`src/rtl/asym_cfg_pkg.sv`:
```
// asymmetric memory configuration
// default port widths, byte order and the width helpers used to size lanes

package asym_cfg_pkg;

   // default configuration: 32-bit write, 8-bit read
   localparam int DEF_W_DATA_W = 32;
   localparam int DEF_R_DATA_W = 8;

   // address width counted in narrow words
   localparam int DEF_ADDR_W = 8;

   // which lane holds the lowest narrow address of a wide word
   typedef enum logic {
      BO_LITTLE = 1'b0,
      BO_BIG    = 1'b1
   } byte_order_e;

   // wider of the two port widths
   function automatic int width_max(input int a, input int b);
      if (a > b) begin
         return a;
      end
      return b;
   endfunction

   // narrower of the two port widths, one lane wide
   function automatic int width_min(input int a, input int b);
      if (a < b) begin
         return a;
      end
      return b;
   endfunction

   // number of narrow lanes in one wide word
   function automatic int width_ratio(input int a, input int b);
      int wide;
      int narrow;
      wide   = width_max(a, b);
      narrow = width_min(a, b);
      return wide / narrow;
   endfunction

endpackage

```
`src/rtl/mem_ctrl_pkg.sv`:
```
// memory control types
// clearer state encoding and the lane enable mask

package mem_ctrl_pkg;

   // clearing sequencer states
   typedef enum logic {
      CLR_RUN  = 1'b0,
      CLR_IDLE = 1'b1
   } clr_state_e;

   // one-hot lane mask, one bit per lane, room for up to 8 lanes
   typedef logic [7:0] lane_sel_t;

endpackage

```
`src/rtl/lane_mem_if.sv`:
```
// lane memory bus
// per-lane enables with shared addresses and lane-packed data

`timescale 1ns/100ps

interface lane_mem_if
   import mem_ctrl_pkg::*;
#(
   parameter int R         = $bits(lane_sel_t),
   parameter int MINDATA_W = 8,
   parameter int MINADDR_W = 8 - $clog2(R)
);

   // write side, one enable bit per lane
   logic [R-1:0]           w_en;
   logic [MINADDR_W-1:0]   w_addr;
   logic [R*MINDATA_W-1:0] w_data;

   // read side, data arrives one cycle after the enable
   logic [R-1:0]           r_en;
   logic [MINADDR_W-1:0]   r_addr;
   logic [R*MINDATA_W-1:0] r_data;

   modport ctrl (
      output w_en,
      output w_addr,
      output w_data,
      output r_en,
      output r_addr,
      input  r_data
   );

   modport ram (
      input  w_en,
      input  w_addr,
      input  w_data,
      input  r_en,
      input  r_addr,
      output r_data
   );

endinterface

```
`src/rtl/asym_port_converter.sv`:
```
// asymmetric port converter
// splits or gathers port words across the narrow lanes and holds the last read word

`timescale 1ns/100ps

module asym_port_converter
   import asym_cfg_pkg::*;
   import mem_ctrl_pkg::*;
#(
   parameter int          W_DATA_W   = DEF_W_DATA_W,
   parameter int          R_DATA_W   = DEF_R_DATA_W,
   parameter int          ADDR_W     = DEF_ADDR_W,
   parameter byte_order_e BYTE_ORDER = BO_LITTLE,
   localparam int MAXDATA_W = width_max(W_DATA_W, R_DATA_W),
   localparam int MINDATA_W = width_min(W_DATA_W, R_DATA_W),
   localparam int R         = width_ratio(W_DATA_W, R_DATA_W),
   localparam int MINADDR_W = ADDR_W - $clog2(R),
   localparam int W_ADDR_W  = (W_DATA_W == MAXDATA_W) ? MINADDR_W : ADDR_W,
   localparam int R_ADDR_W  = (R_DATA_W == MAXDATA_W) ? MINADDR_W : ADDR_W
) (
   input  logic                clk_i,
   input  logic                arst_n_i,
   input  logic                w_en_i,
   input  logic [W_ADDR_W-1:0] w_addr_i,
   input  logic [W_DATA_W-1:0] w_data_i,
   input  logic                r_en_i,
   input  logic [R_ADDR_W-1:0] r_addr_i,
   output logic [R_DATA_W-1:0] r_data_o,
   lane_mem_if.ctrl            mem
);

   typedef logic [MAXDATA_W-1:0] wide_t;

   logic  r_valid_q;
   wide_t r_hold_q;
   wide_t r_data_int;

   // ram data is valid the cycle after a read strobe
   always_ff @(posedge clk_i or negedge arst_n_i) begin
      if (!arst_n_i) begin
         r_valid_q <= 1'b0;
      end else begin
         r_valid_q <= r_en_i;
      end
   end

   // keep the last word read until the next read completes
   always_ff @(posedge clk_i or negedge arst_n_i) begin
      if (!arst_n_i) begin
         r_hold_q <= '0;
      end else if (r_valid_q) begin
         r_hold_q <= mem.r_data;
      end
   end

   // fresh data goes straight through, otherwise the held copy
   assign r_data_int = r_valid_q ? mem.r_data : r_hold_q;

   if (W_DATA_W > R_DATA_W) begin : g_write_wider
      localparam int LSB_W = $clog2(R);

      logic [LSB_W-1:0] rd_lane;
      logic [LSB_W-1:0] rd_lane_q;
      lane_sel_t        rd_sel;

      // a wide write fills every lane at once
      assign mem.w_en   = {R{w_en_i}};
      assign mem.w_addr = w_addr_i;
      assign mem.w_data = w_data_i;

      // R is a power of two, so the mirrored lane is the inverted index
      if (BYTE_ORDER == BO_BIG) begin : g_big
         assign rd_lane = ~r_addr_i[LSB_W-1:0];
      end else begin : g_little
         assign rd_lane = r_addr_i[LSB_W-1:0];
      end

      assign rd_sel     = lane_sel_t'(r_en_i) << rd_lane;
      assign mem.r_en   = rd_sel[R-1:0];
      assign mem.r_addr = r_addr_i[R_ADDR_W-1:LSB_W];

      // lane to pick when the data comes back
      always_ff @(posedge clk_i or negedge arst_n_i) begin
         if (!arst_n_i) begin
            rd_lane_q <= '0;
         end else if (r_en_i) begin
            rd_lane_q <= rd_lane;
         end
      end

      assign r_data_o = r_data_int[rd_lane_q*MINDATA_W +: MINDATA_W];

   end else if (W_DATA_W < R_DATA_W) begin : g_read_wider
      localparam int LSB_W = $clog2(R);

      logic [LSB_W-1:0] wr_lane;
      lane_sel_t        wr_sel;

      // narrow write goes to one lane, data shifted into that slot
      assign wr_lane    = w_addr_i[LSB_W-1:0];
      assign wr_sel     = lane_sel_t'(w_en_i) << wr_lane;
      assign mem.w_en   = wr_sel[R-1:0];
      assign mem.w_addr = w_addr_i[W_ADDR_W-1:LSB_W];
      assign mem.w_data = wide_t'(w_data_i) << (wr_lane * MINDATA_W);

      // a wide read takes all lanes
      assign mem.r_en   = {R{r_en_i}};
      assign mem.r_addr = r_addr_i;

      if (BYTE_ORDER == BO_BIG) begin : g_big
         // lowest address ends up in the top slot of the read word
         for (genvar i = 0; i < R; i++) begin : g_lane
            assign r_data_o[i*MINDATA_W +: MINDATA_W] =
               r_data_int[(R-1-i)*MINDATA_W +: MINDATA_W];
         end
      end else begin : g_little
         assign r_data_o = r_data_int;
      end

   end else begin : g_same_width
      // single lane, nothing to split
      assign mem.w_en   = w_en_i;
      assign mem.w_addr = w_addr_i;
      assign mem.w_data = w_data_i;
      assign mem.r_en   = r_en_i;
      assign mem.r_addr = r_addr_i;
      assign r_data_o   = r_data_int;
   end

endmodule

```
`src/rtl/mem_clear_ctrl.sv`:
```
// memory clear sequencer
// zeroes every lane address after reset, then passes the lane bus through

`timescale 1ns/100ps

module mem_clear_ctrl
   import asym_cfg_pkg::*;
   import mem_ctrl_pkg::*;
#(
   parameter int R         = width_ratio(DEF_W_DATA_W, DEF_R_DATA_W),
   parameter int MINDATA_W = width_min(DEF_W_DATA_W, DEF_R_DATA_W),
   parameter int MINADDR_W = DEF_ADDR_W - $clog2(R)
) (
   input  logic     clk_i,
   input  logic     arst_n_i,
   lane_mem_if.ram  up,
   lane_mem_if.ctrl down,
   output logic     clear_busy_o
);

   typedef logic [MINADDR_W-1:0] lane_addr_t;

   clr_state_e state_q;
   lane_addr_t clr_addr_q;
   logic       rd_mask_q;

   // one address per cycle, idle once the last one is written
   always_ff @(posedge clk_i or negedge arst_n_i) begin
      if (!arst_n_i) begin
         state_q    <= CLR_RUN;
         clr_addr_q <= '0;
      end else if (state_q == CLR_RUN) begin
         clr_addr_q <= clr_addr_q + lane_addr_t'(1);
         if (&clr_addr_q) begin
            state_q <= CLR_IDLE;
         end
      end
   end

   // data returning the cycle after clearing belongs to a blocked read
   always_ff @(posedge clk_i or negedge arst_n_i) begin
      if (!arst_n_i) begin
         rd_mask_q <= 1'b1;
      end else begin
         rd_mask_q <= (state_q == CLR_RUN);
      end
   end

   always_comb begin
      if (state_q == CLR_RUN) begin
         // all lanes written with zero, port strobes dropped
         down.w_en   = '1;
         down.w_addr = clr_addr_q;
         down.w_data = '0;
         down.r_en   = '0;
         down.r_addr = '0;
      end else begin
         down.w_en   = up.w_en;
         down.w_addr = up.w_addr;
         down.w_data = up.w_data;
         down.r_en   = up.r_en;
         down.r_addr = up.r_addr;
      end
   end

   // blocked reads return zero instead of stale lane registers
   assign up.r_data = rd_mask_q ? '0 : down.r_data;

   assign clear_busy_o = (state_q == CLR_RUN);

endmodule

```
`src/rtl/lane_ram.sv`:
```
// lane RAM
// R independent narrow lanes, synchronous read-first with one cycle latency

`timescale 1ns/100ps

module lane_ram
   import asym_cfg_pkg::*;
#(
   parameter int R         = width_ratio(DEF_W_DATA_W, DEF_R_DATA_W),
   parameter int MINDATA_W = width_min(DEF_W_DATA_W, DEF_R_DATA_W),
   parameter int MINADDR_W = DEF_ADDR_W - $clog2(R)
) (
   input logic     clk_i,
   lane_mem_if.ram mem
);

   localparam int DEPTH = 2**MINADDR_W;

   typedef logic [MINDATA_W-1:0] lane_word_t;

   for (genvar i = 0; i < R; i++) begin : g_lane
      lane_word_t ram_q [DEPTH];
      lane_word_t rd_q;

      // write under this lane's own enable
      always_ff @(posedge clk_i) begin
         if (mem.w_en[i]) begin
            ram_q[mem.w_addr] <= mem.w_data[i*MINDATA_W +: MINDATA_W];
         end
      end

      // read sees the word as it was before a same-edge write
      always_ff @(posedge clk_i) begin
         if (mem.r_en[i]) begin
            rd_q <= ram_q[mem.r_addr];
         end
      end

      assign mem.r_data[i*MINDATA_W +: MINDATA_W] = rd_q;
   end

endmodule

```
`src/rtl/asym_mem_top.sv`:
```
// asymmetric dual-port memory
// converter, clear sequencer and lane RAM behind plain write and read ports

`timescale 1ns/100ps

module asym_mem_top
   import asym_cfg_pkg::*;
#(
   parameter int          W_DATA_W   = DEF_W_DATA_W,
   parameter int          R_DATA_W   = DEF_R_DATA_W,
   parameter int          ADDR_W     = DEF_ADDR_W,
   parameter byte_order_e BYTE_ORDER = BO_LITTLE,
   localparam int MAXDATA_W = width_max(W_DATA_W, R_DATA_W),
   localparam int MINDATA_W = width_min(W_DATA_W, R_DATA_W),
   localparam int R         = width_ratio(W_DATA_W, R_DATA_W),
   localparam int MINADDR_W = ADDR_W - $clog2(R),
   localparam int W_ADDR_W  = (W_DATA_W == MAXDATA_W) ? MINADDR_W : ADDR_W,
   localparam int R_ADDR_W  = (R_DATA_W == MAXDATA_W) ? MINADDR_W : ADDR_W
) (
   input  logic                clk_i,
   input  logic                arst_n_i,
   input  logic                w_en_i,
   input  logic [W_ADDR_W-1:0] w_addr_i,
   input  logic [W_DATA_W-1:0] w_data_i,
   input  logic                r_en_i,
   input  logic [R_ADDR_W-1:0] r_addr_i,
   output logic [R_DATA_W-1:0] r_data_o,
   output logic                clear_busy_o
);

   // converter to clearer
   lane_mem_if #(
      .R        (R),
      .MINDATA_W(MINDATA_W),
      .MINADDR_W(MINADDR_W)
   ) conv_bus ();

   // clearer to lane RAM
   lane_mem_if #(
      .R        (R),
      .MINDATA_W(MINDATA_W),
      .MINADDR_W(MINADDR_W)
   ) ram_bus ();

   asym_port_converter #(
      .W_DATA_W  (W_DATA_W),
      .R_DATA_W  (R_DATA_W),
      .ADDR_W    (ADDR_W),
      .BYTE_ORDER(BYTE_ORDER)
   ) i_port_converter (
      .clk_i   (clk_i),
      .arst_n_i(arst_n_i),
      .w_en_i  (w_en_i),
      .w_addr_i(w_addr_i),
      .w_data_i(w_data_i),
      .r_en_i  (r_en_i),
      .r_addr_i(r_addr_i),
      .r_data_o(r_data_o),
      .mem     (conv_bus.ctrl)
   );

   mem_clear_ctrl #(
      .R        (R),
      .MINDATA_W(MINDATA_W),
      .MINADDR_W(MINADDR_W)
   ) i_clear_ctrl (
      .clk_i       (clk_i),
      .arst_n_i    (arst_n_i),
      .up          (conv_bus.ram),
      .down        (ram_bus.ctrl),
      .clear_busy_o(clear_busy_o)
   );

   lane_ram #(
      .R        (R),
      .MINDATA_W(MINDATA_W),
      .MINADDR_W(MINADDR_W)
   ) i_lane_ram (
      .clk_i(clk_i),
      .mem  (ram_bus.ram)
   );

endmodule

```
`config.mk`:
```
export PLATFORM = sky130hd
export DESIGN_NAME = asym_mem_top
export DESIGN_NICKNAME = d
export VERILOG_FILES = /design/src/rtl/asym_cfg_pkg.sv /design/src/rtl/mem_ctrl_pkg.sv /design/src/rtl/lane_mem_if.sv /design/src/rtl/asym_port_converter.sv /design/src/rtl/mem_clear_ctrl.sv /design/src/rtl/lane_ram.sv /design/src/rtl/asym_mem_top.sv
export SDC_FILE = /design/constraint.sdc
export NUM_CORES = 2
export LEC_CHECK = 0
export BUFFER_PORTS_ARGS = -buffer_cell sky130_fd_sc_hd__buf_2
export CORE_ASPECT_RATIO = 0.75
export CORE_MARGIN = 2
export CORE_UTILIZATION = 40
export DETAILED_ROUTE_END_ITERATION = 8
export SLEW_MARGIN = 5
export SYNTH_ARGS = -nofsm -noshare
export SYNTH_HDL_FRONTEND = slang
export SYNTH_HIERARCHICAL = 1
export SYNTH_SLANG_ARGS = --single-unit
```
`constraint.sdc`:
```
create_clock -name clk_i -period 2.9 [get_ports clk_i]
set_clock_uncertainty 0.1 [all_clocks]
set_input_delay 0.725 -clock clk_i [delete_from_list [all_inputs] [get_ports clk_i]]
set_output_delay 0.725 -clock clk_i [all_outputs]
set_load 0.02 [all_outputs]
```
Yosys cells after proc, flatten, opt, wreduce, memory -nomap -nowiden
Memory sizes are Yosys's and may differ from the RTL's. A register that Yosys moved wholly into a read port is not among the register bits.
Cells that the tools add are included.
W data, S select, Z words.
Word-level totals
  register bits: 43
  RAM bits: 2048
  bits of input ports: 50
  output and inout bits: 9
  word-level logic and storage cells: 32
  memories kept: 4
Operators by class
  $add $sub $neg: 1
  shift operators: 2
  muxes and demuxes: 17
  bitwise logic cells: 1
  reduce and logical (&&, ||, !) cells: 1
Memories
  i_lane_ram.g_lane[0].ram_q: depth 64, width 8, rd ports 1, clocked after Yosys merged registers in 1, write ports 1, RTL line lane_ram.sv:22  | lane_word_t ram_q [DEPTH];
  i_lane_ram.g_lane[1].ram_q: depth 64, width 8, rd ports 1, clocked after Yosys merged registers in 1, write ports 1, RTL line lane_ram.sv:22
  i_lane_ram.g_lane[2].ram_q: depth 64, width 8, rd ports 1, clocked after Yosys merged registers in 1, write ports 1, RTL line lane_ram.sv:22
  i_lane_ram.g_lane[3].ram_q: depth 64, width 8, rd ports 1, clocked after Yosys merged registers in 1, write ports 1, RTL line lane_ram.sv:22
Operator list (count)
  $mux W32: 3
  $shiftx A32 B6 Y8: 1
  $mux W6: 2
  $mux W1: 10
  $mux W4: 2
  $add A6 B1 Y6 const B: 1
  $reduce_and A6 Y1: 1
  $shl A1 B2 Y4: 1
  $not A1 Y1: 1

Depth between registers and ports, before layout
  depth after elaboration: 3
  depth in mapped cells: 13

Hierarchy
The synthesis kept the hierarchy.
By module, submodules not included
  lane_ram: times used 1, cells each 3806, area an instance 81293.0 um2, sequential area each 62459.9 um2
  asym_port_converter: times used 1, cells each 158, area an instance 1933.1 um2, sequential area each 875.8 um2
  mem_clear_ctrl: times used 1, cells each 116, area an instance 935.9 um2, sequential area each 201.4 um2

Worst setup path after synthesis
Ideal clock, no wire load.
  kind: input to register
  from: input port r_addr_i[2]
  to: register i_lane_ram.g_lane[0].rd_q[1], read port of i_lane_ram.g_lane[0].ram_q, data pin
  library setup time: 268 ps
  data arrival time: 2577 ps
  slack: -44 ps
  stages on the path: 9
  buffers on the path: 4
  cell sequence: buf_4 -> and2_1 -> buf_6 -> buf_4 -> buf_2 -> mux4_2 -> and3_1 -> o41ai_1 -> a21oi_1
Between the ends
  word-level cells in the longest chain between the ends: 1
RTL lines
  start: declaration: RTL line asym_mem_top.sv:26  | input logic [R_ADDR_W-1:0] r_addr_i,
  $mux W6: RTL line mem_clear_ctrl.sv:50  | if (state_q == CLR_RUN) begin
  named net ram_bus.r_addr[0]: RTL line lane_mem_if.sv:21  | logic [MINADDR_W-1:0] r_addr;
  end: declaration: RTL line lane_ram.sv:23  | lane_word_t rd_q;
The timed path passes the listed nets, and every way through them passes these cells.
A chain may end at the register's enable or synchronous reset.

Worst setup path in the final report
  from: register i_clear_ctrl.rd_mask_q
  to: output port r_data_o[2]
Between the ends
  word-level cells in the longest chain between the ends: 3
RTL lines
  start: declaration: RTL line mem_clear_ctrl.sv:25  | logic rd_mask_q;
  start signal: assignment: RTL line mem_clear_ctrl.sv:45  | rd_mask_q <= (state_q == CLR_RUN);
  $mux W32: RTL line mem_clear_ctrl.sv:67  | assign up.r_data = rd_mask_q ? '0 : down.r_data;
  named net conv_bus.r_data[2]: RTL line lane_mem_if.sv:22  | logic [R*MINDATA_W-1:0] r_data;
  $mux W32
  named net i_port_converter.r_data_int[2]: RTL line asym_port_converter.sv:36  | wide_t r_data_int;
  $shiftx A32 B6 Y8: RTL line asym_port_converter.sv:91  | assign r_data_o = r_data_int[rd_lane_q*MINDATA_W +: MINDATA_W];
  end: declaration: RTL line asym_mem_top.sv:27  | output logic [R_DATA_W-1:0] r_data_o,
The timed path passes the listed nets, and every way through them passes these cells.

==> results_dict.tcl <==
set metrics [dict create \
    worst_setup_path_endpoint "r_data_o[2]" \
    clock_sinks 2123 \
    design.core.area_um2 209000 \
    die_x_extent_um 534 \
    grt_max_degree 65 \
    worst-r2r-setup-slack_ns -0.30 \
    path_class_of_the_lowest_slack_min_delay_path "in2reg" \
    maxSlewViolCount 0 \
    crit-reg2reg-launch "i_clear_ctrl/state_q$_DFF_PN0_" \
    area_grow_syn2layout_pct 28.1 \
    timing.critical_path.from "i_clear_ctrl/rd_mask_q$_DFF_PN1_" \
    gp_congestion 0.947 \
    post_synth_instance_area_um2 84200 \
    p_leak_nw 29.8 \
    outcome "finished, violations left" \
    synth_edf_count 2080 \
    unrepaired_setup_endpoints_after_global_routing "yes" \
    synth_async_sr_flop_share 0.0203 \
    grt_pass1_wl_um 359000 \
    multiInputGateArea_um2 21100 \
    synth_cell_types 64 \
    path_class "reg2out" \
    pwr_density_cell_nw_per_um2 540 \
    finalWirelength_um 260000 \
    vias 46400 \
    global_route.usage.total 0.240 \
    clock-root-buffer "sky130_fd_sc_hd__clkbuf_16" \
    placement.cell_area_um2 97000 \
    first_global_vias 44900 \
    ant_nets 0 \
    hold_viol_final 0 \
    gr-total-overflow 0 \
    worstPathMaxFanout 7 \
    viasPerCell 5.80 \
    cp.required_ns 2.08 \
    layout_worst_path_cycle_share 1.18 \
    finalCriticalPeriod_ns 3.41 \
    tightest_slew_ns 1.03 \
    dr.pass1.iters 5 \
    register_area_um2 63500 \
    fin_ws_ns -0.510 \
    final_layout_net_count 5085 \
    fmax_mhz 293 \
    drive_gt1_frac 0.439 \
    finalNonFillerCells 8004 \
    synth_nets 4131 \
    cap_violations 0 \
    floorplan.die.height_um 401 \
    failed_checks "setup timing" \
    tritoncts "done" \
    vdd_ir_drop_max_v 0.000482 \
    placement.io_buffers 58 \
    grt_antenna_before_repair 19 \
    drc 0 \
    postSynthRegisterBits 2123 \
    detailedRoute.firstIterationViolations 6608 \
    placement.setup.worst_slack_ns -1.11 \
    cts.clk_slew.worst_paths_ns 0.07 \
    cp.arrival_ns 2.59 \
    seq_area_frac_synth 0.755 \
    dp_hpwl_um 175000 \
    synth_area_per_cell_um2 20.6 \
    worst_case_headroom_to_the_max_slew_limit 0.313 \
    cts-root-to-sink-buffers 3 \
    final_core_utilization 0.517 \
    hold-worst-slack_ns 0.110 \
    cts_htree_levels 4 \
    worst_r2r_endpoint "i_lane_ram/g_lane[2].rd_q[5]$_DFFE_PP_" \
    die_area_um2 214000 \
    starting_density_of_the_core 0.403 \
    wl_per_cell_um 32.5 \
    yosys_warnings 6 \
    synthFlopType "sky130_fd_sc_hd__edfxtp_1" \
    critical_path.startpoint_type "register" \
    stdcell_area_um2 108000 \
    dp_cells 7479 \
    fillerInstances 16300 \
    synthCells 4080 \
    reg2reg_depth 10 \
    insertion_delay_ns 0.86 \
    cts-buffers-inserted 193 \
    setup_viol_count_final 140 \
    io-pin-count 59 \
    core.rowCount 145 \
    cp-end-kind "output port" \
]
[where the power goes]
part | switching (mW) | internal (mW) | leakage, nW
Sequential | 0.00395 | 33.1 | 15.0
Clock | 11.5 | 13.2 | 2.94
Combinational | 0.200 | 0.135 | 11.9
[cells in the final DEF (no fill, tap or decap), drive strengths merged, types with 72 or more instances in the layout]
cell,n
o21ai,72
mux2,78
edfxtp,2080
clkinv,91
clkbuf,239
mux2i,188
and2,299
mux4,454
buf,1043
nor2,99
[critical path, cell delays in order, from the launching register on]
cell	delay, ns
sky130_fd_sc_hd__dfstp_4	0.71
sky130_fd_sc_hd__buf_12	0.14
sky130_fd_sc_hd__and2b_1	0.19
sky130_fd_sc_hd__mux2_4	0.28
sky130_fd_sc_hd__o22ai_4	0.17
sky130_fd_sc_hd__nor2_4	0.09
sky130_fd_sc_hd__buf_6	0.14
[routing by layer]
layer  global-route usage  vias to the layer above  wire [µm]
met1                0.372                    24800     112000
met4               0.0557                        4       5510
met3               0.0701                      307      33300
li1                     -                    18700          -
met5                    0                        -         32
met2                0.330                     2670     109000
[per-stage QoR]
stage	total power, mW	setup TNS [ns]
after global routing	59.7	-15.81
after floorplan	34.0	0
after detailed placement	34.0	-418.69
final	58.2	-12.30
after CTS	58.5	-11.51
after global placement	34.0	-434.30
[kinds of logic after synthesis]
group           after synthesis  share of synthesized area
compound gates              338                     0.0278
xor+xnor                      5                   0.000520
fa+ha+maj                     1                   0.000149
buf+inv                     304                     0.0222
flops                      2123                      0.755
mux                         720                      0.155
simple gates                589                     0.0395
[sequential cells by signal (all words and copies together), names as in the netlist]
| name | cells |
|---|---|
| i_port_converter/r_valid_q | 1 |
| i_clear_ctrl/state_q | 1 |
| i_lane_ram/g_lane.rd_q | 32 |
| i_clear_ctrl/rd_mask_q | 1 |
| i_lane_ram/g_lane.ram_q | 2048 |
| i_port_converter/g_write_wider.rd_lane_q | 2 |
| i_clear_ctrl/clr_addr_q | 6 |
| i_port_converter/r_hold_q | 32 |
[repair_timing]
| item | CTS | global route |
|---|---|---|
| gates cloned | 18 | 7 |
| hold buffers | 2 | 0 |
| buffers inserted | 96 | 51 |
| hold endpoints to repair | 27 | 0 |
| gates resized for setup | 521 | 238 |
| setup endpoints to repair | 2008 | 1882 |
| pin swaps | 77 | 74 |
[Yosys cell counts (29+ instances only)]
cell / number / area share
sky130_fd_sc_hd__mux2i_1: 188 / 0.022
sky130_fd_sc_hd__mux4_2: 454 / 0.12
sky130_fd_sc_hd__buf_6: 29 / 0.0039
sky130_fd_sc_hd__o22ai_1: 65 / 0.0048
sky130_fd_sc_hd__nand2_1: 57 / 0.0025
sky130_fd_sc_hd__nor2_1: 98 / 0.0044
sky130_fd_sc_hd__o21ai_0: 46 / 0.0027
sky130_fd_sc_hd__clkbuf_1: 106 / 0.0047
sky130_fd_sc_hd__a21oi_1: 30 / 0.0018
sky130_fd_sc_hd__a221oi_1: 43 / 0.0045
sky130_fd_sc_hd__nor2b_1: 47 / 0.0035
sky130_fd_sc_hd__dfrtp_1: 42 / 0.012
sky130_fd_sc_hd__edfxtp_1: 2080 / 0.74
sky130_fd_sc_hd__buf_2: 65 / 0.0039
sky130_fd_sc_hd__and2_1: 299 / 0.022
sky130_fd_sc_hd__mux2_2: 60 / 0.0080
sky130_fd_sc_hd__buf_4: 73 / 0.0065
[how the worst min path moves through the flow]
stage               slack, ns                                    start  depth (start not counted)                                                 endpoint
finish                   0.11                              r_addr_i[1]                          2  i_port_converter/g_write_wider.rd_lane_q[1]$_DFFE_PN0P_
global route             0.10                              r_addr_i[1]                          2  i_port_converter/g_write_wider.rd_lane_q[1]$_DFFE_PN0P_
CTS                      0.05                              r_addr_i[1]                          2  i_port_converter/g_write_wider.rd_lane_q[1]$_DFFE_PN0P_
detailed placement       0.38  i_port_converter/r_hold_q[24]$_DFF_PN0_                          1                  i_port_converter/r_hold_q[24]$_DFF_PN0_
global placement         0.38   i_port_converter/r_hold_q[4]$_DFF_PN0_                          1                   i_port_converter/r_hold_q[4]$_DFF_PN0_
floorplan                0.33                                 arst_n_i                          0                   i_clear_ctrl/clr_addr_q[0]$_DFFE_PN0N_
[cell type report]
| cell class | instances | share of cell area |
|---|---|---|
| well taps | 2793 | 0.0324 |
| inverters | 6 | 0.000244 |
| clock inverters | 124 | 0.00955 |
| multi-input cells | 1653 | 0.195 |
| diodes | 16 | 0.000371 |
| clock buffers | 232 | 0.0464 |
| repair buffers | 1057 | 0.127 |
| flip-flops and latches | 2123 | 0.589 |
(Power assumes the default switching activity.)
